--- src/common/bgpu_defs.svh ---
// Width, calibration and memory latency macros for the BGPU wrapper
`ifndef BGPU_DEFS_SVH
`define BGPU_DEFS_SVH

// Memory word address width, 1024 words
`define BGPU_ADDR_W 10

// Data word width
`define BGPU_DATA_W 32

// Word count width of one command
`define BGPU_CNT_W 8

// Clock cycles from reset release to calibration done
`define BGPU_CALIB_CYCLES 16

// Cycles from an accepted read to its response
`define BGPU_RD_LAT 2

`endif

--- src/mctrl/mctrl_calib.sv ---
// Calibration sequencer with settle counter and sticky ready flag
`timescale 1ns/100ps
`include "bgpu_defs.svh"

module mctrl_calib (
    input  logic sys_clk_i,
    input  logic rst_n_i,
    output logic calib_done_o
);
    // Counter wide enough for the full settle time
    localparam int unsigned CntW = $clog2(`BGPU_CALIB_CYCLES + 1);

    logic [CntW-1:0] settle_q;
    logic            done_q;

    // Counts down from the settle time, done sets on the last step
    always_ff @(posedge sys_clk_i or negedge rst_n_i) begin
        if (!rst_n_i) begin
            settle_q <= CntW'(`BGPU_CALIB_CYCLES);
            done_q   <= 1'b0;
        end else begin
            if (settle_q != '0) begin
                settle_q <= settle_q - 1'b1;
            end
            // Sticky until the next reset
            if (settle_q == CntW'(1)) begin
                done_q <= 1'b1;
            end
        end
    end

    assign calib_done_o = done_q;

endmodule : mctrl_calib

--- config.mk ---
export PLATFORM = sky130hd
export DESIGN_NAME = mctrl_calib
export DESIGN_NICKNAME = d
export VERILOG_FILES = /design/src/mctrl/mctrl_calib.sv
export VERILOG_INCLUDE_DIRS = /design/src /design/src/common
export SDC_FILE = /design/constraint.sdc
export NUM_CORES = 1
export LEC_CHECK = 0
export BUFFER_PORTS_ARGS = -buffer_cell sky130_fd_sc_hd__buf_2
export CORE_AREA = 2 2 39 41
export DETAILED_ROUTE_END_ITERATION = 12
export DIE_AREA = 0 0 41 43
export MAX_ROUTING_LAYER = met4
export PLACE_DENSITY = 0.43
export SYNTH_ARGS = -nofsm -noshare
export SYNTH_HDL_FRONTEND = slang
export SYNTH_SLANG_ARGS = --single-unit
--- constraint.sdc ---
create_clock -name sys_clk_i -period 1.6 [get_ports sys_clk_i]
set_input_delay 0.16 -clock sys_clk_i [delete_from_list [all_inputs] [get_ports sys_clk_i]]
set_output_delay 0.16 -clock sys_clk_i [all_outputs]
set_load 0.02 [all_outputs]
Word-level counts from Yosys, hierarchy flattened. Cells that the tools add are included.

$add $sub $neg: 1. Eq/ne operators: 1. Reductions and logical operators: 1.

Operators with widths (count): 5-bit by 1-bit equality test with 1-bit output, second input constant (1); 5-bit nonzero test (1); 5-bit by 1-bit subtractor with 5-bit output, second input constant (1).

Register bits: 6. Input bits: 2.

Depth between registers and ports, before layout.
Depth in word-level cells: 1. Mapped depth: 5.

Worst setup path before layout. OpenSTA, ideal clock, no wires.

Path kind: flip-flop to flip-flop. Start: register settle_q[0]. End: register settle_q[1]. Library setup time: 79 ps. Arrival: 1099 ps. Data required time: 1521 ps. Setup slack: 422 ps. Cell stages (with the launch flop): 6. Buffers on the path: 0. Clock period less this slack: 1178 ps. Path through: dfrtp_1 inv_1 ha_1 nand2b_4 nor3_2 mux2i_1.

Longest elaborated chain between the ends: 1.

Ends and longest elaborated chain: start: declaration (RTL line mctrl_calib.sv:13) `logic [CntW-1:0] settle_q;`; start signal: assignment (RTL line mctrl_calib.sv:19) `` settle_q <= CntW'(`BGPU_CALIB_CYCLES); ``; start signal: assignment (RTL line mctrl_calib.sv:23) `settle_q <= settle_q - 1'b1;`; 5-bit by 1-bit subtractor with 5-bit output / 5-bit nonzero test (equally long branches) (RTL line mctrl_calib.sv:23, mctrl_calib.sv:22).

Parallel ways exist; a longest one is shown, timed or not. A chain may end at the register's enable or synchronous reset.

Final worst setup path. Same ends and word-level chain as after synthesis.

==> flow_summary_export.csv <==
group,metric,value,unit
outcome,status,"completed",
grt,grt-ovfl-total,0,
place,globalplace.congestion,0.710,
yosys,ys_warn_count,0,
yosys,synth_top_area_cell,"dfrtp_1",
yosys,synth_top_family_by_area,"simple AND/OR/NAND/NOR gates",
yosys,synth-main-ff-cell,"dfrtp_1",
yosys,ys_seq_area_share,48.0,%
critical_path,worstRegToRegCells,5,
sta,slew_headroom,83.4,%
sta,whs,0.277,ns
cts,numCtsBuffers,3,
cts,clockRootBuffer,"clkbuf_4",
sta,slew_viol_final,0,
critical_path,cp.required,1.77,ns
critical_path,arrival,1.47,ns
yosys,synth_edf_count,0,
yosys,yosys-top-cells-area,"dfrtp_1 40%, ha_1 12%, dfstp_2 8.3%",
layout,fin_nets,41,
cts,cts_setup_buffers,0,
grt,antenna_found_initial,0,
sta,period_minus_slack,1.30,ns
critical_path,timing.rr.start,"settle_q[0]",
yosys,syn_nets,33,
pwr,ir_drop,0.438,mV
cts,insertion_delay,0.24,ns
yosys,yosys.area_share.simple,15.1,%
hold_path,hold_path_class,"input pin to async pin",
layout,fin_util,27.6,%
yosys,synthXorXnorAreaFrac,2.78,%
pwr,totalPowerFinal,0.307,mW
routing,dr_wl_met2,260,um
yosys,synth-compound-area-share,8.33,%
layout,finish.instance_area,382,um^2
run,cap_violations,0,
die,initial_core_util,22.8,%
routing,antenna_left,0,
routing,wl_met1,195,um
die,die_h,43,um
layout,area_growth,21.0,%
pwr,power.density,804,nW/um^2
place,hpwl,412,um
yosys,syn-instance-count,28,
die,dieWidth,41,um
die,rows,14,
die,core,1380,um^2
sta,fin_crit_sh,81.3,%
yosys,synth_top_area_share,39.7,%
cts,clock-sinks,6,
grt,grt_usage,10.3,%
yosys,yosys_register_bits,6,
yosys,synthArstFlopShare,100,%
critical_path,worst_setup_path_start_kind,"flip-flop",
cts,cts_resized,0,
yosys,netlist_area,315,um^2
yosys,yosys-top-cells-count,"5 x dfrtp_1, 5 x inv_1, 3 x ha_1",
grt,grt_pass1_vias,259,
cts,clk_pin_slew,0.05,ns
layout,drive_gt1_share,31.4,%
yosys,ys_types,18,
grt,grt_max_degree,7,
cts,h-tree-depth,1,
die,boundaryPins,3,
place,dpl_worst_slack,0.287,ns
pwr,p_leak,0.181,nW
grt,grt_pass1_wl,1.08,mm
place,port_buffers,2,
sta,fmax,0.769,GHz
sta,worst_slack,0.300,ns
routing,wl,503,um
critical_path,critPathKind,"flip-flop to flip-flop",
routing,dr.pass1.iters,1,
yosys,synth_fa_ha_area_share,11.9,%
cts,cts_tree,"built",
routing,drt_iter0_drc,0,
sta,skew,0.00366,ns
place,dpl_cell_area,345,um^2
yosys,synth_area_per_cell,11.3,um^2
routing,wire_per_inst,9.86,um
cts,clk_path_buf_depth,2,
place,dpl.cell_count,46,
sta,final_hold_viol_count,0,
sta,tightest_slew,0.248,ns
critical_path,r2r_setup_slack,0.30,ns
layout,instances_no_fill,51,
routing,viasPerCell,4.25,
critical_path,cp-end-kind,"flip-flop",
yosys,synthMuxAreaShare,7.94,%
layout,num_antenna_cells,0,
routing,drc_errors,0,
die,die_area,1760,um^2
sta,finalSetupViolCount,0,
critical_path,crit_fanout,4,
sta,fin_tns_setup,0,ns
sta,rsz0062_at_grt,"false",
critical_path,r2r_end,"settle_q[1]",
routing,routed.top_layer,"met4",
routing,wl_met3,41,um
routing,vias,217,
where the power goes:
group / switching [mW] / leakage, nW / internal [mW] / total (mW)
Combinational: 0.00320 / 0.0862 / 0.00249 / 0.00569
Clock: 0.0542 / 0.0150 / 0.0944 / 0.149
Sequential: 0 / 0.0802 / 0.152 / 0.152
Total: 0.0574 / 0.181 / 0.249 / 0.307
layout make-up:
| type | instances | area [um^2] |
|---|---|---|
| Clock buffer | 4 | 26.3 |
| Timing Repair Buffer | 3 | 20.0 |
| Inverter | 5 | 18.8 |
| Multi-Input combinational cell | 17 | 145 |
| Sequential cell | 6 | 151 |
| Fill cell | 157 | 1000 |
| Tap cell | 16 | 20.0 |
critical path, stage by stage (launching register included):
cell	delay, ns
dfrtp_1	0.41
inv_1	0.10
ha_1	0.22
nand2b_4	0.08
nor3_2	0.20
mux2i_1	0.21
worst max path at each step:
stage / start / to / slack (ns) / cells past startpoint
after detailed placement: settle_q[0] / settle_q[1] / 0.29 / 5
after global placement: settle_q[0] / settle_q[1] / 0.34 / 5
after floorplan: settle_q[0] / settle_q[1] / 0.42 / 5
after global routing: settle_q[1] / settle_q[1] / 0.17 / 5
after CTS: settle_q[0] / settle_q[1] / 0.27 / 5
final: settle_q[0] / settle_q[1] / 0.30 / 5
flip-flops by register name, indices dropped and copies added, names as in the netlist:
name / count
calib_done_o: 1
settle_q: 5
per-layer routing:
layer	up-vias	global-route usage (%)
li1	107	-
met1	102	9.48
met2	6	14.7
met3	2	7.85
met4	0	6.00
met5	-	-
cells in the final DEF (no fill, tap or decap):
master and count:
inv_1 5, dfrtp_1 5, ha_1 3, clkbuf_4 3, buf_2 2, nor3_1 1
nand2b_4 1, nand3_1 1, o21ai_0 1, o211ai_1 1, o21ai_1 1, nor3_2 1
mux2i_1 1, xnor2_1 1, nor2_1 1, nor2_2 1, nand2_1 1, mux2_4 1
a31o_2 1, clkbuf_1 1, dlygate4sd3_1 1, dfstp_2 1
repair_timing:
action / 4_1_cts / 5_1_grt
hold buffers: 1 / 0
endpoints found under the hold margin: 6 / 0
setup endpoints to repair: 0 / 0
cell families (layout without fill, tap and decap cells):
| family | count (synthesis) | after routing |
|---|---|---|
| AOI/OAI and AO/OA | 4 | 4 |
| buffers and inverters | 5 | 12 |
| adders and majority gates | 3 | 3 |
| and+or+nand+nor | 7 | 7 |
| DFF | 6 | 6 |
| muxes | 2 | 2 |
| xor gates and xnor gates | 1 | 1 |
No activity file was read; power rests on OpenSTA's default activity.
