<file path="src/common/bgpu_defs.svh">
// Width, calibration and memory latency macros for the BGPU wrapper
`ifndef BGPU_DEFS_SVH
`define BGPU_DEFS_SVH

// Memory word address width, 1024 words
`define BGPU_ADDR_W 10

// Data word width
`define BGPU_DATA_W 32

// Word count width of one command
`define BGPU_CNT_W 8

// Clock cycles from reset release to calibration done
`define BGPU_CALIB_CYCLES 16

// Cycles from an accepted read to its response
`define BGPU_RD_LAT 2

`endif

</file>
<file path="src/common/bgpu_pkg.sv">
// Opcode and state enums, command, memory and datapath control structs
`include "bgpu_defs.svh"

package bgpu_pkg;

    // Bulk operations
    typedef enum logic [1:0] {
        OP_FILL = 2'd0,
        OP_COPY = 2'd1,
        OP_SUM  = 2'd2
    } opcode_e;

    // Controller states
    typedef enum logic [2:0] {
        IDLE,
        FILL,
        COPY_RD,
        COPY_WAIT,
        COPY_WR,
        SUM_ISSUE,
        SUM_DRAIN,
        DONE
    } ctrl_state_e;

    // One bulk command
    typedef struct packed {
        opcode_e                  op;
        logic [`BGPU_ADDR_W-1:0]  src_addr;
        logic [`BGPU_ADDR_W-1:0]  dst_addr;
        logic [`BGPU_CNT_W-1:0]   count;
        logic [`BGPU_DATA_W-1:0]  value;
    } bgpu_cmd_t;

    // Memory request, always accepted
    typedef struct packed {
        logic                     valid;
        logic                     write;
        logic [`BGPU_ADDR_W-1:0]  addr;
        logic [`BGPU_DATA_W-1:0]  wdata;
    } mem_req_t;

    // Read response
    typedef struct packed {
        logic                     valid;
        logic [`BGPU_DATA_W-1:0]  rdata;
    } mem_rsp_t;

    // Strobes from the FSM to the lane datapath
    typedef struct packed {
        logic load;
        logic req_valid;
        logic req_write;
        logic use_dst;
        logic src_step;
        logic dst_step;
        logic cnt_step;
        logic acc_clr;
        logic acc_en;
        logic buf_en;
        logic wsel_buf;
    } dp_ctrl_t;

endpackage : bgpu_pkg

</file>
<file path="src/soc/lane_datapath.sv">
// Address counters, word count, copy buffer, accumulator and request build
`timescale 1ns/100ps
`include "bgpu_defs.svh"

module lane_datapath (
    input  logic                     sys_clk_i,
    input  logic                     rst_n_i,
    input  bgpu_pkg::bgpu_cmd_t      cmd_i,
    input  bgpu_pkg::dp_ctrl_t       dp_ctrl_i,
    input  bgpu_pkg::mem_rsp_t       mem_rsp_i,
    output bgpu_pkg::mem_req_t       mem_req_o,
    output logic                     last_o,
    output logic [`BGPU_DATA_W-1:0]  result_o
);
    import bgpu_pkg::*;

    // Payload registers
    logic [`BGPU_ADDR_W-1:0] src_q, dst_q;
    logic [`BGPU_DATA_W-1:0] value_q, buf_q;

    // Control registers
    logic [`BGPU_CNT_W-1:0]  cnt_q, cnt_d;
    logic [`BGPU_DATA_W-1:0] acc_q;

    // Remaining count after this cycle's strobes
    always_comb begin
        if (dp_ctrl_i.load) begin
            cnt_d = cmd_i.count;
        end else if (dp_ctrl_i.cnt_step) begin
            cnt_d = cnt_q - 1'b1;
        end else begin
            cnt_d = cnt_q;
        end
    end

    // Lets the FSM end on the final word without an extra cycle
    assign last_o = (cnt_d == '0);

    always_ff @(posedge sys_clk_i or negedge rst_n_i) begin
        if (!rst_n_i) begin
            cnt_q <= '0;
            acc_q <= '0;
        end else begin
            cnt_q <= cnt_d;
            if (dp_ctrl_i.acc_clr) begin
                acc_q <= '0;
            end else if (dp_ctrl_i.acc_en) begin
                // Wraps at word width
                acc_q <= acc_q + mem_rsp_i.rdata;
            end
        end
    end

    // Address counters, fill value and copy buffer
    always_ff @(posedge sys_clk_i) begin
        if (dp_ctrl_i.load) begin
            src_q   <= cmd_i.src_addr;
            dst_q   <= cmd_i.dst_addr;
            value_q <= cmd_i.value;
        end else begin
            if (dp_ctrl_i.src_step) begin
                src_q <= src_q + 1'b1;
            end
            if (dp_ctrl_i.dst_step) begin
                dst_q <= dst_q + 1'b1;
            end
        end
        if (dp_ctrl_i.buf_en) begin
            buf_q <= mem_rsp_i.rdata;
        end
    end

    // Request build
    assign mem_req_o.valid = dp_ctrl_i.req_valid;
    assign mem_req_o.write = dp_ctrl_i.req_write;
    assign mem_req_o.addr  = dp_ctrl_i.use_dst ? dst_q : src_q;
    assign mem_req_o.wdata = dp_ctrl_i.wsel_buf ? buf_q : value_q;

    // Zero unless the last command was a SUM
    assign result_o = acc_q;

endmodule : lane_datapath

</file>
<file path="config.mk">
export PLATFORM = sky130hd
export DESIGN_NAME = lane_datapath
export DESIGN_NICKNAME = d
export VERILOG_FILES = /design/src/common/bgpu_pkg.sv /design/src/soc/lane_datapath.sv
export VERILOG_INCLUDE_DIRS = /design/src /design/src/common
export SDC_FILE = /design/constraint.sdc
export NUM_CORES = 1
export LEC_CHECK = 0
export BUFFER_PORTS_ARGS = -buffer_cell sky130_fd_sc_hd__buf_4
export CAP_MARGIN = 10
export CORE_ASPECT_RATIO = 0.8
export CORE_MARGIN = 1.5
export CORE_UTILIZATION = 55
export CTS_BUF_LIST = sky130_fd_sc_hd__clkbuf_4
export DETAILED_ROUTE_END_ITERATION = 7
export PLACE_DENSITY = 0.83
export SLEW_MARGIN = 40
export SYNTH_ARGS = -nofsm -noshare
export SYNTH_HDL_FRONTEND = slang
export SYNTH_SLANG_ARGS = --single-unit
</file>
<file path="constraint.sdc">
create_clock -name sys_clk_i -period 8.47 [get_ports sys_clk_i]
set_input_delay 0.4235 -clock sys_clk_i [delete_from_list [all_inputs] [get_ports sys_clk_i]]
set_output_delay 0.4235 -clock sys_clk_i [all_outputs]
set_load 0.01 [all_outputs]
</file>
# Word level (Yosys, flattened, before mapping)
# Cells that the tools add are included.
# totals
regBits,124
in_bits,108
out_inout_bits,77
wordCells,24
# op_classes
addsub,4
mux,10
reduce_logical,4
# ops
op,count
$mux W32,3
$mux W10,5
$add A32 B32 Y32,1
$add A10 B1 Y10 const B,2
$mux W8,2
$logic_not A8 Y1,1
$sub A8 B1 Y8 const B,1
$reduce_bool A2 Y1,3

# Longest topological paths before layout
# depth
ltp_word,4
depth_mapped,12
ltp_nobuf,12

# Worst setup path after synthesis
# OpenSTA, ideal clock, no wires.
# synth_timing
path_type,register to register
from,"reg acc_q[1], in the netlist result_o[1]"
to,"reg acc_q[31], in the netlist result_o[31]"
setup_ns,0.125
t_arrival_ns,2.660
required_ns,8.345
setup_slack_ns,5.685
stages_incl_launch_ff,11
path_buffers,0
synth_period_minus_slack_ns,2.785
cell_sequence,dfrtp_1 > ha_1 > a211oi_2 > o21ai_1 > a311o_1 > nor2_2 > o31a_4 > o21ai_2 > or4_1 > and3_1 > mux2_4
# synth_between
elab_chain_cells,3
# synth_rtl
item,line,rtl
"start, declared",lane_datapath.sv:23,logic [`BGPU_DATA_W-1:0] acc_q;
"start signal, assigned",lane_datapath.sv:49,acc_q <= acc_q + mem_rsp_i.rdata;
$add A32 B32 Y32,lane_datapath.sv:49,
$mux W32,lane_datapath.sv:47,end else if (dp_ctrl_i.acc_en) begin
$mux W32,lane_datapath.sv:45,if (dp_ctrl_i.acc_clr) begin
# Every way passes these cells. The select of a mux whose other input is x is not followed.
# A chain may end at the register's enable or synchronous reset.

# Worst setup path after layout
# layout_timing
from,reg cnt_q[1]
to,out last_o
# layout_between
elab_chain_cells,4
# layout_rtl
item,line,rtl
"start, declared",lane_datapath.sv:22,"logic [`BGPU_CNT_W-1:0] cnt_q, cnt_d;"
"start signal, assigned",lane_datapath.sv:44,cnt_q <= cnt_d;
$sub A8 B1 Y8,lane_datapath.sv:30,cnt_d = cnt_q - 1'b1;
$mux W8,lane_datapath.sv:29,end else if (dp_ctrl_i.cnt_step) begin
$mux W8,lane_datapath.sv:27,if (dp_ctrl_i.load) begin
net cnt_d[3],lane_datapath.sv:22,
$logic_not A8 Y1,lane_datapath.sv:37,assign last_o = (cnt_d == '0);
"end, declared",lane_datapath.sv:12,"output logic last_o,"
# The timed path passes the listed nets, and every way through them passes these cells.

==> impl_metrics.yaml <==
route:
  detailroute.via_count: 5396
  final_antenna_net_count: 0
  wire_per_inst_um: 17.63
  first_pass_iters: 5
  dr.first_iter.drc_count: 281
  drc: 0
  drt-total-wl_mm: 16.64
  vias_per_cell: 5.716
power:
  power.ir.vdd_worst_v: 0.0001433
  comb_power_share_pct: 28.7
  share_seq_of_total_power_pct: 45.7
  power.switching_fraction_pct: 30.31
  internal_power_w: 0.001161
  p_clk_share_pct: 25.6
  power.switching_w: 0.0005050
  leakage_nw: 3.732
  power_density_nw_per_um2: 195.6
grt:
  groute.usage.overall_pct: 26.11
  vias_in_the_first_global_route: 5392
  gr-usage-met1_pct: 33.25
  grt_util_met3_pct: 6.954
  grt.met2_usage_pct: 43.62
  grt_first_pass_wirelength_mm: 26.22
  grt_max_degree: 89
  antenna_found_initial: 0
  overflow: 0
  top_usage_layer: "met2"
critical_path:
  cpLargestDelayFamily: "simple AND/OR/NAND/NOR gates"
  crit_path_end_kind: "primary output"
  timing.critical_path.slowest_cell_delay_ns: 0.73
  startpoint_type: "register"
  timing.reg2reg.worst_path_depth: 10
  regToRegEndpoint: "result_o[31]"
  timing.critical_path.cells: "or4b_2 -> xor2_1 -> o21ai_0 -> or4_1 -> or4_1 -> nor2_1 -> buf_4"
  timing.critical_path.mode_cell: "or4_1"
  critical_path.max_fanout: 3
  highest_delay_cell_along_the_critical_path: "or4b_2"
  cp.arrival_ns: 3.16
  timing.critical_path.required_ns: 8.05
  reg2reg_setup_slack_ns: 5.37
  cp.buffers_inverters: 1
  critical_path_class: "reg -> out"
  reg2reg_from: "result_o[1]"
floorplan:
  start_util_pct: 56.20
  core_um2: 12120
  ios: 185
  die_width_um: 127.4
  area_of_the_die_um2: 13060
  die_height_um: 102.5
  rows: 36
worst_hold_path:
  depth_of_the_worst_hold_timing_path: 1
  min-delay-path-class: "in -> reg"
  hold_path.startpoint: "cmd_i[6]"
  min_to: "value_q[6]"
logic_synthesis:
  synth_top_family_by_area: "compound AO/OA/AOI/OAI gates"
  post_synth.cell_area_avg_um2: 11.24
  ys_dominant_reg_cell: "edfxtp_1"
  synthesis.nets: 749
  post_synth_and_or_nand_nor_area_fraction_pct: 10.80
  synth_enable_flop_cells: 84
  synth.ff_latch_count: 124
  post_synth_fa_ha_maj_area_fraction_pct: 6.542
  post_synthesis_async_set_or_reset_flop_share_pct: 32.26
  post_synth_mux_area_share_pct: 8.986
  synth-compound-area-share_pct: 13.91
  syn_inst: 606
  syn-cell-area_um2: 6809
  ys_types: 63
  synth.yosys.seq_area_share_pct: 51.75
  synth_xor_xnor_area_share_pct: 5.402
  synthesis.yosys.warnings: 0
timing:
  tightestPinTransition_ns: 0.7287
  grt_setup_unrepaired: "no"
  max_clk_rate_mhz: 279.3
  setup_viol: 0
  slew_headroom_pct: 51.24
  timing.final.crit_period_ns: 3.580
  hold_viol: 0
  post-route-period-util_pct: 42.27
  fin_skew_ns: 0.02426
  final-max-slew-violation-count: 0
  final.setup.tns_ns: 0
  setup_slack_ns: 4.890
cells_and_area:
  final-instance-count-excl-fill: 944
  utilization_pct: 70.31
  drive_above_1_share_pct: 32.83
  layout-area-overhead-vs-synth_pct: 25.12
  antennaDiodeCount: 0
  nets: 922
  fillCellCount: 906
placed_design:
  total_placed_cells_including_tap_cells: 911
  port_buffers: 177
  place_ws_ns: 5.297
  gp_congestion: 0.8939
  dp_hpwl_mm: 11.95
clocking:
  cts-htree-levels: 4
  cts.sinks: 124
  cts-resized-gates: 0
  cts_hold_buf: 1
  clock_tree.root_cell: "clkbuf_4"
  worst_setup_hold_path_clk_slew_ns: 0.11
  number_of_clock_buffers_inserted_by_tritoncts: 17
  tritoncts: "done"
  max_clock_buf_depth: 2
  postCtsSetupBuffers: 0
  clk-insertion-delay-late_ns: 0.55
run_status:
  status: "finished, final reports clean"
job:
  cap_viol_max_count: 0
registers in the layout, summed over array words and instances, names as in the netlist:
register,count
buf_q,32
dst_q,10
src_q,10
value_q,32
cnt_q,8
result_o,32
power by group through the flow:
stage	logic, W	clock network, W	registers (W)
2_1_floorplan	0.000287	0	0.000772
3_3_place_gp	0.000457	0	0.000769
3_5_place_dp	0.000472	0	0.000774
4_1_cts	0.000476	0.000431	0.000762
5_1_grt	0.000524	0.000459	0.000770
6_report	0.000478	0.000426	0.000762
synthesized netlist by cell type (all sizes together) (2+ instances only):
library cell / number / area [µm²]
a211oi: 14 / 115.1
a21o: 9 / 67.56
a21oi: 35 / 178.9
a22o: 4 / 35.03
a31oi: 5 / 31.28
and3: 9 / 56.30
buf: 9 / 50.04
clkbuf: 15 / 56.30
dfrtp: 40 / 1001
edfxtp: 84 / 2522
ha: 34 / 425.4
inv: 19 / 71.32
mux2: 46 / 521.8
mux2i: 9 / 90.09
nand2: 50 / 187.7
nand3: 21 / 105.1
nand3b: 2 / 15.01
nand4: 2 / 12.51
nand4b: 2 / 17.52
nor2: 48 / 182.7
nor2b: 5 / 31.28
nor3: 5 / 25.02
o211ai: 6 / 45.04
o21a: 5 / 37.54
o21ai: 50 / 254.0
o21bai: 3 / 22.52
o31a: 2 / 26.28
or2: 4 / 25.03
or3: 4 / 25.02
or4: 3 / 22.52
xnor2: 25 / 219.0
xor2: 17 / 148.9
logic make-up after synthesis:
| family | Yosys count |
|---|---|
| XOR/XNOR | 42 |
| AND/OR/NAND/NOR | 159 |
| adder cells (fa/ha/maj) | 35 |
| AO/OA/AOI/OAI | 148 |
| multiplexers | 55 |
| buffers and inverters | 43 |
| flip-flops | 124 |
through the flow:
stage / hold slack, ns / total power (W) / instance area (µm²)
6_report: 0.04828 / 0.001666 / 8519
5_1_grt: 0.0002746 / 0.001753 / 8519
4_1_cts: 0.01336 / 0.001669 / 8516
3_5_place_dp: 0.4619 / 0.001246 / 8222
3_3_place_gp: 0.4562 / 0.001226 / 8222
2_1_floorplan: 0.1279 / 0.001059 / 6809
cell type report:
type,count,area [µm²],area share [%]
flip-flops and latches,124,3523,41.36
well taps,152,190.2,2.232
inverters,19,71.32,0.8371
repair buffers,178,1343,15.76
clock buffers,21,157.7,1.850
clock inverters,11,126.4,1.483
multi-input cells,439,3108,36.48
how the worst max path moves through the flow:
stage / start / to / slack, ns / depth (start not counted)
finish: cnt_q[1] / last_o / 4.89 / 7
global route: cnt_q[1] / last_o / 4.73 / 7
CTS: cnt_q[1] / last_o / 4.84 / 7
detailed placement: mem_rsp_i[1] / result_o[31] / 5.30 / 11
global placement: mem_rsp_i[1] / result_o[31] / 5.34 / 11
floorplan: result_o[1] / result_o[31] / 5.68 / 10
metal layers:
layer	up-vias	share of wire [%]
li1	2590	-
met1	2576	44
met2	205	47
met3	25	7.1
met4	0	1.5
met5	-	0
layout by cell type, fill, tap and decap left out, types with 2 or more instances in the layout:
master	Yosys	layout
xor2_1	17	17
clkinv_1	0	5
nor3_1	5	5
xnor2_1	25	25
or4_1	3	3
a211oi_2	2	2
nor2_1	47	47
mux2_2	45	45
inv_1	19	19
o21a_1	5	5
nand3_1	21	21
edfxtp_1	84	84
ha_1	34	34
a211oi_1	12	12
a31oi_1	5	5
clkbuf_4	0	21
clkinv_2	0	2
a22o_1	4	4
nand4b_1	2	2
dfrtp_1	40	40
nand3b_1	2	2
nor2b_1	5	5
buf_4	2	176
o211ai_1	6	6
or3_1	4	4
a21o_1	9	9
mux2i_1	9	9
or2_2	3	3
o21bai_1	3	3
nand4_1	2	2
o21ai_0	46	46
bufinv_16	0	3
nand2_1	50	50
and3_1	9	9
o21ai_1	3	3
a21oi_1	34	34
No activity file was read; power rests on OpenSTA's default activity.
