File: src/common/bgpu_defs.svh
// Width, calibration and memory latency macros for the BGPU wrapper
`ifndef BGPU_DEFS_SVH
`define BGPU_DEFS_SVH

// Memory word address width, 1024 words
`define BGPU_ADDR_W 10

// Data word width
`define BGPU_DATA_W 32

// Word count width of one command
`define BGPU_CNT_W 8

// Clock cycles from reset release to calibration done
`define BGPU_CALIB_CYCLES 16

// Cycles from an accepted read to its response
`define BGPU_RD_LAT 2

`endif

File: src/common/bgpu_pkg.sv
// Opcode and state enums, command, memory and datapath control structs
`include "bgpu_defs.svh"

package bgpu_pkg;

    // Bulk operations
    typedef enum logic [1:0] {
        OP_FILL = 2'd0,
        OP_COPY = 2'd1,
        OP_SUM  = 2'd2
    } opcode_e;

    // Controller states
    typedef enum logic [2:0] {
        IDLE,
        FILL,
        COPY_RD,
        COPY_WAIT,
        COPY_WR,
        SUM_ISSUE,
        SUM_DRAIN,
        DONE
    } ctrl_state_e;

    // One bulk command
    typedef struct packed {
        opcode_e                  op;
        logic [`BGPU_ADDR_W-1:0]  src_addr;
        logic [`BGPU_ADDR_W-1:0]  dst_addr;
        logic [`BGPU_CNT_W-1:0]   count;
        logic [`BGPU_DATA_W-1:0]  value;
    } bgpu_cmd_t;

    // Memory request, always accepted
    typedef struct packed {
        logic                     valid;
        logic                     write;
        logic [`BGPU_ADDR_W-1:0]  addr;
        logic [`BGPU_DATA_W-1:0]  wdata;
    } mem_req_t;

    // Read response
    typedef struct packed {
        logic                     valid;
        logic [`BGPU_DATA_W-1:0]  rdata;
    } mem_rsp_t;

    // Strobes from the FSM to the lane datapath
    typedef struct packed {
        logic load;
        logic req_valid;
        logic req_write;
        logic use_dst;
        logic src_step;
        logic dst_step;
        logic cnt_step;
        logic acc_clr;
        logic acc_en;
        logic buf_en;
        logic wsel_buf;
    } dp_ctrl_t;

endpackage : bgpu_pkg

File: src/soc/bgpu_ctrl.sv
// Command FSM sequencing FILL, COPY and SUM with outstanding read tracking
`timescale 1ns/100ps
`include "bgpu_defs.svh"

module bgpu_ctrl (
    input  logic                sys_clk_i,
    input  logic                rst_n_i,
    input  logic                cmd_valid_i,
    input  bgpu_pkg::opcode_e   op_i,
    input  logic                last_i,
    input  bgpu_pkg::mem_rsp_t  mem_rsp_i,
    output bgpu_pkg::dp_ctrl_t  dp_ctrl_o,
    output logic                busy_o,
    output logic                done_o
);
    import bgpu_pkg::*;

    // Enough room for every read in flight
    localparam int unsigned OutW = $clog2(`BGPU_RD_LAT + 1);

    ctrl_state_e     state_q, state_d;
    logic [OutW-1:0] rd_out_q;
    logic            rd_issue;

    // ###################################################################
    // Outstanding reads
    // ###################################################################

    assign rd_issue = dp_ctrl_o.req_valid & ~dp_ctrl_o.req_write;

    always_ff @(posedge sys_clk_i or negedge rst_n_i) begin
        if (!rst_n_i) begin
            rd_out_q <= '0;
        end else begin
            rd_out_q <= rd_out_q + OutW'(rd_issue) - OutW'(mem_rsp_i.valid);
        end
    end

    // ###################################################################
    // Next state and datapath strobes
    // ###################################################################

    // Strobes never depend on last_i, so last_o may look at them
    always_comb begin
        state_d   = state_q;
        dp_ctrl_o = '0;
        case (state_q)
            IDLE: begin
                if (cmd_valid_i) begin
                    dp_ctrl_o.load    = 1'b1;
                    dp_ctrl_o.acc_clr = 1'b1;
                    // Zero count skips memory
                    if (last_i) begin
                        state_d = DONE;
                    end else begin
                        case (op_i)
                            OP_FILL: state_d = FILL;
                            OP_COPY: state_d = COPY_RD;
                            OP_SUM:  state_d = SUM_ISSUE;
                            default: state_d = DONE;
                        endcase
                    end
                end
            end
            FILL: begin
                // One write per cycle
                dp_ctrl_o.req_valid = 1'b1;
                dp_ctrl_o.req_write = 1'b1;
                dp_ctrl_o.use_dst   = 1'b1;
                dp_ctrl_o.dst_step  = 1'b1;
                dp_ctrl_o.cnt_step  = 1'b1;
                if (last_i) begin
                    state_d = DONE;
                end
            end
            COPY_RD: begin
                dp_ctrl_o.req_valid = 1'b1;
                dp_ctrl_o.src_step  = 1'b1;
                state_d             = COPY_WAIT;
            end
            COPY_WAIT: begin
                // Hold until the word comes back
                if (mem_rsp_i.valid) begin
                    dp_ctrl_o.buf_en = 1'b1;
                    state_d          = COPY_WR;
                end
            end
            COPY_WR: begin
                dp_ctrl_o.req_valid = 1'b1;
                dp_ctrl_o.req_write = 1'b1;
                dp_ctrl_o.use_dst   = 1'b1;
                dp_ctrl_o.wsel_buf  = 1'b1;
                dp_ctrl_o.dst_step  = 1'b1;
                dp_ctrl_o.cnt_step  = 1'b1;
                state_d             = last_i ? DONE : COPY_RD;
            end
            SUM_ISSUE: begin
                // Back to back reads, responses add as they come
                dp_ctrl_o.req_valid = 1'b1;
                dp_ctrl_o.src_step  = 1'b1;
                dp_ctrl_o.cnt_step  = 1'b1;
                dp_ctrl_o.acc_en    = mem_rsp_i.valid;
                if (last_i) begin
                    state_d = SUM_DRAIN;
                end
            end
            SUM_DRAIN: begin
                dp_ctrl_o.acc_en = mem_rsp_i.valid;
                // Final response is in this cycle
                if (rd_out_q == OutW'(1) && mem_rsp_i.valid) begin
                    state_d = DONE;
                end
            end
            DONE: begin
                state_d = IDLE;
            end
            default: begin
                state_d = IDLE;
            end
        endcase
    end

    always_ff @(posedge sys_clk_i or negedge rst_n_i) begin
        if (!rst_n_i) begin
            state_q <= IDLE;
        end else begin
            state_q <= state_d;
        end
    end

    // Busy through the done cycle
    assign busy_o = (state_q != IDLE);
    assign done_o = (state_q == DONE);

endmodule : bgpu_ctrl

File: config.mk
export PLATFORM = sky130hd
export DESIGN_NAME = bgpu_ctrl
export DESIGN_NICKNAME = d
export VERILOG_FILES = /design/src/common/bgpu_pkg.sv /design/src/soc/bgpu_ctrl.sv
export VERILOG_INCLUDE_DIRS = /design/src /design/src/common
export SDC_FILE = /design/constraint.sdc
export NUM_CORES = 1
export LEC_CHECK = 0
export BUFFER_PORTS_ARGS = -buffer_cell sky130_fd_sc_hd__buf_2
export CAP_MARGIN = 25
export CORE_MARGIN = 1.5
export CORE_UTILIZATION = 34
export DETAILED_ROUTE_END_ITERATION = 10
export GPL_ROUTABILITY_DRIVEN = 0
export PLACE_DENSITY = 0.84
export SYNTH_ARGS = -nofsm -noshare
export SYNTH_HDL_FRONTEND = slang
export SYNTH_SLANG_ARGS = --single-unit
File: constraint.sdc
create_clock -name sys_clk_i -period 4.7 [get_ports sys_clk_i]
set_input_delay 0.705 -clock sys_clk_i [delete_from_list [all_inputs] [get_ports sys_clk_i]]
set_output_delay 0.705 -clock sys_clk_i [all_outputs]
set_load 0.02 [all_outputs]
# --- After elaboration in Yosys (flattened, before gate mapping) ---
# Index checks and enable logic that the tools add are counted.
word_totals:
  register_bits: 5
  input_bits: 39
  out_inout_bits: 13
  elab_cells: 51
classes:
  add_sub_neg: 2
  n_eq_ne: 15
  n_mux: 20
  bitwise: 2
  n_reduce_logical: 10
ops:
  columns: ["op", "n"]
  rows:
  - ["3-bit case mux with 8 select lines", 1]
  - ["3-bit two-way mux", 7]
  - ["3-bit == test, second input constant", 4]
  - ["1-bit two-way mux", 10]
  - ["2-bit inequality test, second input constant", 5]
  - ["3-bit case mux with 3 select lines", 1]
  - ["3-bit by 2-bit == test with 1-bit output, second input constant", 2]
  - ["2-bit OR reduction", 3]
  - ["5-bit AND reduction", 1]
  - ["2-bit by 1-bit == test with 1-bit output, second input constant", 2]
  - ["4-bit OR reduction", 1]
  - ["3-bit by 1-bit == test with 1-bit output, second input constant", 1]
  - ["3-bit zero test", 1]
  - ["3-bit nonzero test", 1]
  - ["3-bit OR reduction", 1]
  - ["2-bit by 1-bit adder with 2-bit output", 1]
  - ["2-bit == test, second input constant", 1]
  - ["2-bit zero test", 1]
  - ["2-bit two-way mux", 1]
  - ["2-bit by 1-bit subtractor with 2-bit output", 1]
  - ["1-bit bitwise AND", 1]
  - ["1-bit logical AND", 1]
  - ["1-bit inverter", 1]

# --- Logic depth before layout (Yosys ltp) ---
# Gate-level depths: netlist (run 1).
depth:
  depth_word: 7
  ltp_mapped: 8
  ltp_nobuf: 7

# --- Worst setup path before layout (run 1) ---
# No wires, ideal clock.
synth_path:
  path_type: "register to output"
  from: "register state_q[2]"
  to: "output port dp_ctrl_o[10] (netlist bit)"
  t_arrival_ps: 1419
  required_ps: 3995
  path_slack_ps: 2576
  path_stages_with_launch: 5
  path_buffers: 2
  path_cell_list: "dfrtp_1 buf_6 or3_4 nor2_1 buf_4"
synth_rtl:
  columns: ["element", "line_no", "rtl"]
  rows:
  - ["start, declared", "bgpu_ctrl.sv:21", "ctrl_state_e state_q, state_d;"]
  - ["start signal, assigned", "bgpu_ctrl.sv:127", "state_q <= state_d;"]
  - ["end, declared", "bgpu_ctrl.sv:12", "output bgpu_pkg::dp_ctrl_t dp_ctrl_o,"]

==> qor.log, run 1 <==
INFO  grt            grt_overflow=0
INFO  cells_and_area insertedDiodeCount=0
INFO  outcome        status=completed
INFO  placement      post-place-ws=2.69ns
INFO  clocking       clock_tree.htree_level_count=1
INFO  clocking       clk_pin_slew_worst_paths=0.04ns
INFO  yosys          avgSynthCellArea=8.68um^2
INFO  grt            first_global_vias=337
INFO  yosys          syn-instance-count=51
INFO  timing         finalWorstPathRequiredPeriod=2.25ns
INFO  setup_path     timing.critical_path.cells=nor2b_1, mux2i_1, o21ai_0, buf_2
INFO  route          drt-vias-per-instance=4.90
INFO  timing         unrepaired_setup_endpoints_after_global_routing=false
INFO  timing         worst_slew_pin_slew=0.418ns
INFO  setup_path     path_max_fanout=13
INFO  die            fp.dieW=39.1um
INFO  clocking       clockRootBuffer=sky130_fd_sc_hd__clkbuf_4
INFO  die            core_region_area=1160um^2
INFO  clocking       clkSinkCount=5
INFO  timing         layout_worst_path_cycle_share=47.8%
INFO  setup_path     max_stage_delay=0.51ns
INFO  timing         timing_max_transition_violations_final=0
INFO  setup_path     setup.worst_path.class=reg2out
INFO  grt            grt_pass1_wl=1.44mm
INFO  placement      placement.io_buffers=19
INFO  timing         finalHoldViolCount=0
INFO  setup_path     crit_required=3.99ns
INFO  setup_path     timing.critical_path.arrival=1.54ns
INFO  clocking       cts.repair_timing.setup_buffer_count=0
INFO  run            cap_viol_max_count=0
INFO  route          routed-wl-met2=424um
INFO  setup_path     timing.critical_path.from_type=register
INFO  route          wl_per_cell=10.4um
INFO  cells_and_area layout_common_cells=sky130_fd_sc_hd__buf_2 (19), sky130_fd_sc_hd__nor2_1 (6), sky130_fd_sc_hd__dfrtp_1 (5)
INFO  die            total_die_area=1530um^2
INFO  clocking       holdBufCountCts=0
INFO  yosys          synth_async_sr_flop_share=100%
INFO  die            floorplan.io_pins=52
INFO  pwr            power.ir.vdd_worst=345uV
INFO  route          detailedRoute.firstIterationViolations=1
INFO  pwr            power.leakage=0.000275uW
INFO  route          route.detailed.drc=0
INFO  setup_path     crit_path_top_delay_cell=sky130_fd_sc_hd__dfrtp_1
INFO  route          first_pass_iters=2
INFO  cells_and_area mostFrequentLayoutCell=sky130_fd_sc_hd__buf_2
INFO  grt            grt_use_total=14.4%
INFO  cells_and_area n_fill_cell=130
INFO  cells_and_area syn2layout_area_growth=20.9%
INFO  grt            antenna_found_initial=0
INFO  timing         finalSetupViolCount=0
INFO  timing         timing.slew.headroom=71.4%
INFO  route          top_signal_layer_used=met3
INFO  yosys          area_of_the_mapped_netlist=443um^2
INFO  clocking       cts_inserted_buffers=3
INFO  yosys          synthesis.nets=92
INFO  timing         setup_slack=2.45ns
INFO  clocking       cts_tree=done
INFO  clocking       clk-insertion-delay-late=0.24ns
INFO  yosys          synth_edf_count=0
INFO  min_path       worstHoldPathType=in2async
INFO  route          routed_metal_1_wirelength=381um
INFO  clocking       cts_repair_resize_count=0
INFO  die            placement_rows=12
INFO  clocking       cts-root-to-sink-buffers=2
INFO  yosys          post_synth_num_cell_types=25
INFO  route          totalWireLength=851um
INFO  pwr            power-per-cell-area=888nW/um^2
INFO  route          routed-via-count=402
INFO  die            initial_core_util=38.3%
INFO  yosys          yosys_warnings=0
INFO  yosys          synthFlopType=sky130_fd_sc_hd__dfrtp_1
INFO  timing         setup_tns_final=0ns
INFO  cells_and_area drive_above_1_share=36.8%
INFO  placement      hpwl_after_detailed_placement=692um
INFO  pwr            totalPowerFinal=476uW
INFO  die            die_h=39.1um
INFO  route          antenna_violating_nets_post_route=0
INFO  yosys          synth-seq-area-share=28.2%
INFO  grt            maximum_number_of_pins_on_one_net_before_global_route_repair=14
INFO  timing         timing.fmax=445MHz
INFO  cells_and_area finalNetCount=110
INFO  setup_path     setup.worst_path.end_class=output pin
INFO  route          met3_length=44um
INFO  timing         clock-skew-final=0.000186ns
INFO  yosys          synth-seq-cells=5
[synth_stat cells, types with 2 or more instances]
master,n,area share (%)
sky130_fd_sc_hd__nand2b_1,3,4.2
sky130_fd_sc_hd__ha_1,2,5.6
sky130_fd_sc_hd__nand2_1,3,2.5
sky130_fd_sc_hd__nor2_1,6,5.1
sky130_fd_sc_hd__o22ai_1,2,2.8
sky130_fd_sc_hd__mux2_1,2,5.1
sky130_fd_sc_hd__inv_1,3,2.5
sky130_fd_sc_hd__dfrtp_1,5,28
sky130_fd_sc_hd__xnor2_1,3,5.9
sky130_fd_sc_hd__nor2b_1,2,2.8
sky130_fd_sc_hd__buf_4,4,6.8
sky130_fd_sc_hd__o21ai_0,3,3.4
[final cells by class]
class / count / area (um^2) / share of cell area [%]
repair buffers: 19 / 95.1 / 17.8
well taps: 14 / 17.5 / 3.27
flip-flops and latches: 5 / 125 / 23.4
clock buffers: 4 / 26.3 / 4.91
inverters: 4 / 15.0 / 2.80
multi-input cells: 36 / 256 / 47.9
[critical path, delay by kind of cell (launching register included)]
kind	cells	cell delay [ns]
muxes	1	0.27
DFF	1	0.51
and+or+nand+nor	1	0.22
buffers and inverters	1	0.17
AOI/OAI and AO/OA	1	0.12
[registers in the layout, summed over array words and instances, names as in the netlist]
register  cells
rd_out_q      2
state_q       3
[power breakdown]
| part | switching [uW] | total (uW) | internal, uW |
|---|---|---|---|
| clock | 16.5 | 48.5 | 32.0 |
| combinational | 184 | 314 | 130 |
| sequential | 45.5 | 114 | 68.0 |
| total | 246 | 476 | 230 |
[final timing paths]
| check | from | endpoint | slack [ns] | cells past startpoint |
|---|---|---|---|---|
| worst max-delay path | state_q[1]$_DFFE_PN0P_ | dp_ctrl_o[9] | 2.45 | 4 |
| min in group sys_clk_i | rd_out_q[0]$_DFF_PN0_ | rd_out_q[0]$_DFF_PN0_ | 0.51 | 1 |
| worst min-delay path | rst_n_i | state_q[2]$_DFFE_PN0P_ | 0.27 | 1 |
| max in group asynchronous | rst_n_i | rd_out_q[1]$_DFF_PN0_ | 4.30 | 1 |
| worst min register to register | rd_out_q[0]$_DFF_PN0_ | rd_out_q[0]$_DFF_PN0_ | 0.51 | 1 |
| worst max register to register | state_q[1]$_DFFE_PN0P_ | rd_out_q[1]$_DFF_PN0_ | 2.78 | 7 |
[routing by layer]
metal / track usage (%) / vias up
met5: 0 / -
met4: 10.3 / 0
met3: 3.47 / 0
met2: 21.7 / 10
met1: 17.5 / 183
li1: - / 209
[cell families (layout without fill, tap and decap cells)]
group / count (synthesis) / count (layout) / share of synthesized area [%]
AO/OA/AOI/OAI: 11 / 11 / 18.9
XOR/XNOR: 3 / 3 / 5.93
adder cells (fa/ha/maj): 2 / 2 / 5.65
buffers and inverters: 10 / 27 / 13.8
flip-flops: 5 / 5 / 28.2
multiplexers: 3 / 3 / 7.34
AND/OR/NAND/NOR: 17 / 17 / 20.1
[metrics by stage]
step	instances	utilization, %	instance area (um^2)	hold slack [ns]
after floorplan	51	-	443	0.409
after global placement	78	44.0	509	0.490
after detailed placement	78	44.0	509	0.513
after CTS	82	46.3	536	0.261
after global routing	82	46.3	536	0.259
final	82	46.3	536	0.272
(Power assumes the default switching activity.)
==> inputs of run 2 (changes only) <==
--- a/config.mk
+++ b/config.mk
@@ -9,10 +9,10 @@
 export BUFFER_PORTS_ARGS = -buffer_cell sky130_fd_sc_hd__buf_2
 export CAP_MARGIN = 25
 export CORE_MARGIN = 1.5
-export CORE_UTILIZATION = 34
+export CORE_UTILIZATION = 32
 export DETAILED_ROUTE_END_ITERATION = 10
 export GPL_ROUTABILITY_DRIVEN = 0
-export PLACE_DENSITY = 0.84
+export PLACE_DENSITY = 0.8
 export SYNTH_ARGS = -nofsm -noshare
 export SYNTH_HDL_FRONTEND = slang
 export SYNTH_SLANG_ARGS = --single-unit
==> constraint.sdc (replaced) <==
create_clock -name sys_clk_i -period 2.3 [get_ports sys_clk_i]
set_input_delay 0.345 -clock sys_clk_i [delete_from_list [all_inputs] [get_ports sys_clk_i]]
set_output_delay 0.345 -clock sys_clk_i [all_outputs]
set_load 0.02 [all_outputs]
==> run 2 against run 1 <==
Effect of this change:
- register-to-register slack worse by 2.4 ns
- clock power up 110%
- design area up 2.1%
- wire length up 12%
- worst hold slack better by 0.17 ns
- core utilization down 4.3 points
- non-clock buffer count up 1
- largest cell class unchanged
- largest power group unchanged
==> qor.log, run 2 (same netlist as run 1, synthesis figures left out) <==
INFO  cells_and_area drive_above_1_share=36.2% [-0.53 points]
INFO  min_path       worst_hold_path.endpoint=state_q[1]$_DFFE_PN0P_
INFO  setup_path     crit_required=1.96ns [-2.03 ns]
INFO  route          totalWireLength=950um [+12%]
INFO  die            total_die_area=1620um^2 [+5.8%]
INFO  min_path       worstHoldPathType=in2reg
INFO  timing         setup_tns_final=0ns [unchanged]
INFO  setup_path     setup.worst_path.class=reg2out
INFO  route          wl_per_cell=11.3um [+9.0%]
INFO  clocking       cts_tree=done
INFO  die            die_h=40.2um [+2.8%]
INFO  setup_path     path_max_fanout=13 [unchanged]
INFO  pwr            power-per-cell-area=1790nW/um^2 [+100%]
INFO  timing         clock-skew-final=0.00409ns [+0.00390 ns]
INFO  timing         layout_worst_path_cycle_share=82.3%
INFO  cells_and_area insertedDiodeCount=0 [unchanged]
INFO  grt            grt_use_total=14.3% [-0.069 points]
INFO  route          detailedRoute.firstIterationViolations=0 [-1]
INFO  setup_path     worst_r2r_startpoint=state_q[1]$_DFFE_PN0P_
INFO  setup_path     setup.worst_path.end_class=output pin
INFO  route          antenna_violating_nets_post_route=0 [unchanged]
INFO  pwr            power.ir.vdd_worst=761uV [+120%]
INFO  die            initial_core_util=34.0% [-4.3 points]
INFO  grt            maximum_number_of_pins_on_one_net_before_global_route_repair=14 [unchanged]
INFO  timing         finalHoldViolCount=0 [unchanged]
INFO  clocking       clockRootBuffer=sky130_fd_sc_hd__clkbuf_4
INFO  run            cap_viol_max_count=0 [unchanged]
INFO  min_path       min_delay_path_depth=3
INFO  setup_path     r2r.worst_path.cells=7 [unchanged]
INFO  placement      hpwl_after_detailed_placement=715um [+3.2%]
INFO  timing         finalWorstPathRequiredPeriod=1.89ns
INFO  clocking       cts_repair_resize_count=0 [unchanged]
INFO  pwr            power.leakage=0.000279uW [+1.5%]
INFO  timing         unrepaired_setup_endpoints_after_global_routing=false
INFO  setup_path     reg2reg_slack=0.42ns [-2.36 ns]
INFO  placement      placement.io_buffers=19 [unchanged]
INFO  clocking       clk_pin_slew_worst_paths=0.05ns [about the same]
INFO  die            floorplan.io_pins=52 [unchanged]
INFO  clocking       cts_inserted_buffers=3 [unchanged]
INFO  min_path       min_from=op_i[0]
INFO  cells_and_area syn2layout_area_growth=23.4%
INFO  timing         timing.fmax=528MHz
INFO  setup_path     worstReg2RegEnd=rd_out_q[1]$_DFF_PN0_
INFO  timing         worst_slew_pin_slew=0.441ns [+0.0235 ns]
INFO  cells_and_area layout_common_cells=sky130_fd_sc_hd__buf_2 (19), sky130_fd_sc_hd__nor2_1 (6), sky130_fd_sc_hd__dfrtp_1 (5)
INFO  placement      post-place-ws=0.436ns [-2.25 ns]
INFO  die            placement_rows=13 [+1]
INFO  cells_and_area regMostFlops=state_q
INFO  cells_and_area number_of_flip_flops_under_the_largest_register_name=3 [unchanged]
INFO  route          first_pass_iters=1 [-1]
INFO  outcome        status=completed
INFO  timing         timing_max_transition_violations_final=0 [unchanged]
INFO  clocking       cts-root-to-sink-buffers=2 [unchanged]
INFO  route          drt-vias-per-instance=5.01 [+2.2%]
INFO  grt            grt_pass1_wl=1.40mm [-2.4%]
INFO  grt            first_global_vias=328 [-2.7%]
INFO  die            fp.dieW=40.2um [+2.8%]
INFO  cells_and_area mostFrequentLayoutCell=sky130_fd_sc_hd__buf_2
INFO  clocking       clkSinkCount=5 [unchanged]
INFO  grt            grt_overflow=0 [unchanged]
INFO  setup_path     timing.critical_path.arrival=1.55ns [about the same]
INFO  timing         setup_slack=0.406ns [-2.05 ns]
INFO  die            core_region_area=1300um^2 [+13%]
INFO  cells_and_area reg.largest.list=state_q (3), rd_out_q (2)
INFO  cells_and_area finalNetCount=111 [+0.91%]
INFO  timing         finalSetupViolCount=0 [unchanged]
INFO  route          routed-via-count=421 [+4.7%]
INFO  route          route.detailed.drc=0 [unchanged]
INFO  grt            antenna_found_initial=0 [unchanged]
INFO  clocking       clk-insertion-delay-late=0.25ns [about the same]
INFO  setup_path     timing.critical_path.from_type=register
INFO  clocking       clock_tree.htree_level_count=1 [unchanged]
INFO  timing         hold_slack=0.445ns [+0.173 ns]
INFO  timing         timing.slew.headroom=69.8% [-1.6 points]
## run 2: worst max-delay path by stage
stage	start	to	cells after the start
6_report	state_q[1]$_DFFE_PN0P_	dp_ctrl_o[9]	4
5_1_grt	state_q[1]$_DFFE_PN0P_	rd_out_q[1]$_DFF_PN0_	7
4_1_cts	state_q[1]$_DFFE_PN0P_	dp_ctrl_o[9]	4
3_5_place_dp	state_q[1]$_DFFE_PN0P_	rd_out_q[1]$_DFF_PN0_	7
3_3_place_gp	state_q[1]$_DFFE_PN0P_	rd_out_q[1]$_DFF_PN0_	7
2_1_floorplan	state_q[2]$_DFFE_PN0P_	dp_ctrl_o[10]	4
## run 2: final cells by class
type	instances	area (um^2)
multi-input combinational	36	256
timing repair buffer	20	105
inverter	4	15.0
clock buffer	4	26.3
fill	140	754
tap	15	18.8
sequential	5	125
## run 2: routing by layer
layer / wire (um) / global-route usage (%) / vias up
met5: 0 / 0 / -
met4: 51 / 15.0 / 0
met3: 52 / 3.33 / 4
met2: 468 / 21.0 / 15
met1: 378 / 16.3 / 193
li1: - / - / 209
## run 2: stage by stage
step                area (um^2)  power (uW)  util, %  std cells
finish                      547         981     42.0         84
global route                547        1080     42.0         84
CTS                         547         995     42.0         84
detailed placement          510         883     39.2         79
global placement            510         864     39.2         79
floorplan                   443         771        -         51
## run 2: worst max-delay path, stage by stage (launching register included)
cell	delay (ns)
sky130_fd_sc_hd__dfrtp_1	0.49
sky130_fd_sc_hd__nor2b_1	0.22
sky130_fd_sc_hd__mux2i_1	0.28
sky130_fd_sc_hd__o21ai_0	0.14
sky130_fd_sc_hd__buf_2	0.18
## run 2: repair_timing
action                                  4_1_cts  5_1_grt
buffers inserted                              0        0
endpoints found under the setup margin        0        0
hold buffers                                  1        0
hold endpoints to repair                      5        0
## run 2: report_power, final
part | leakage, uW | internal [uW] | total, uW | switching (uW)
Combinational | 0.000207 | 266 | 646 | 380
Clock | 0.0000150 | 65.7 | 103 | 37.7
Sequential | 0.0000570 | 139 | 232 | 92.6
Total | 0.000279 | 471 | 981 | 510
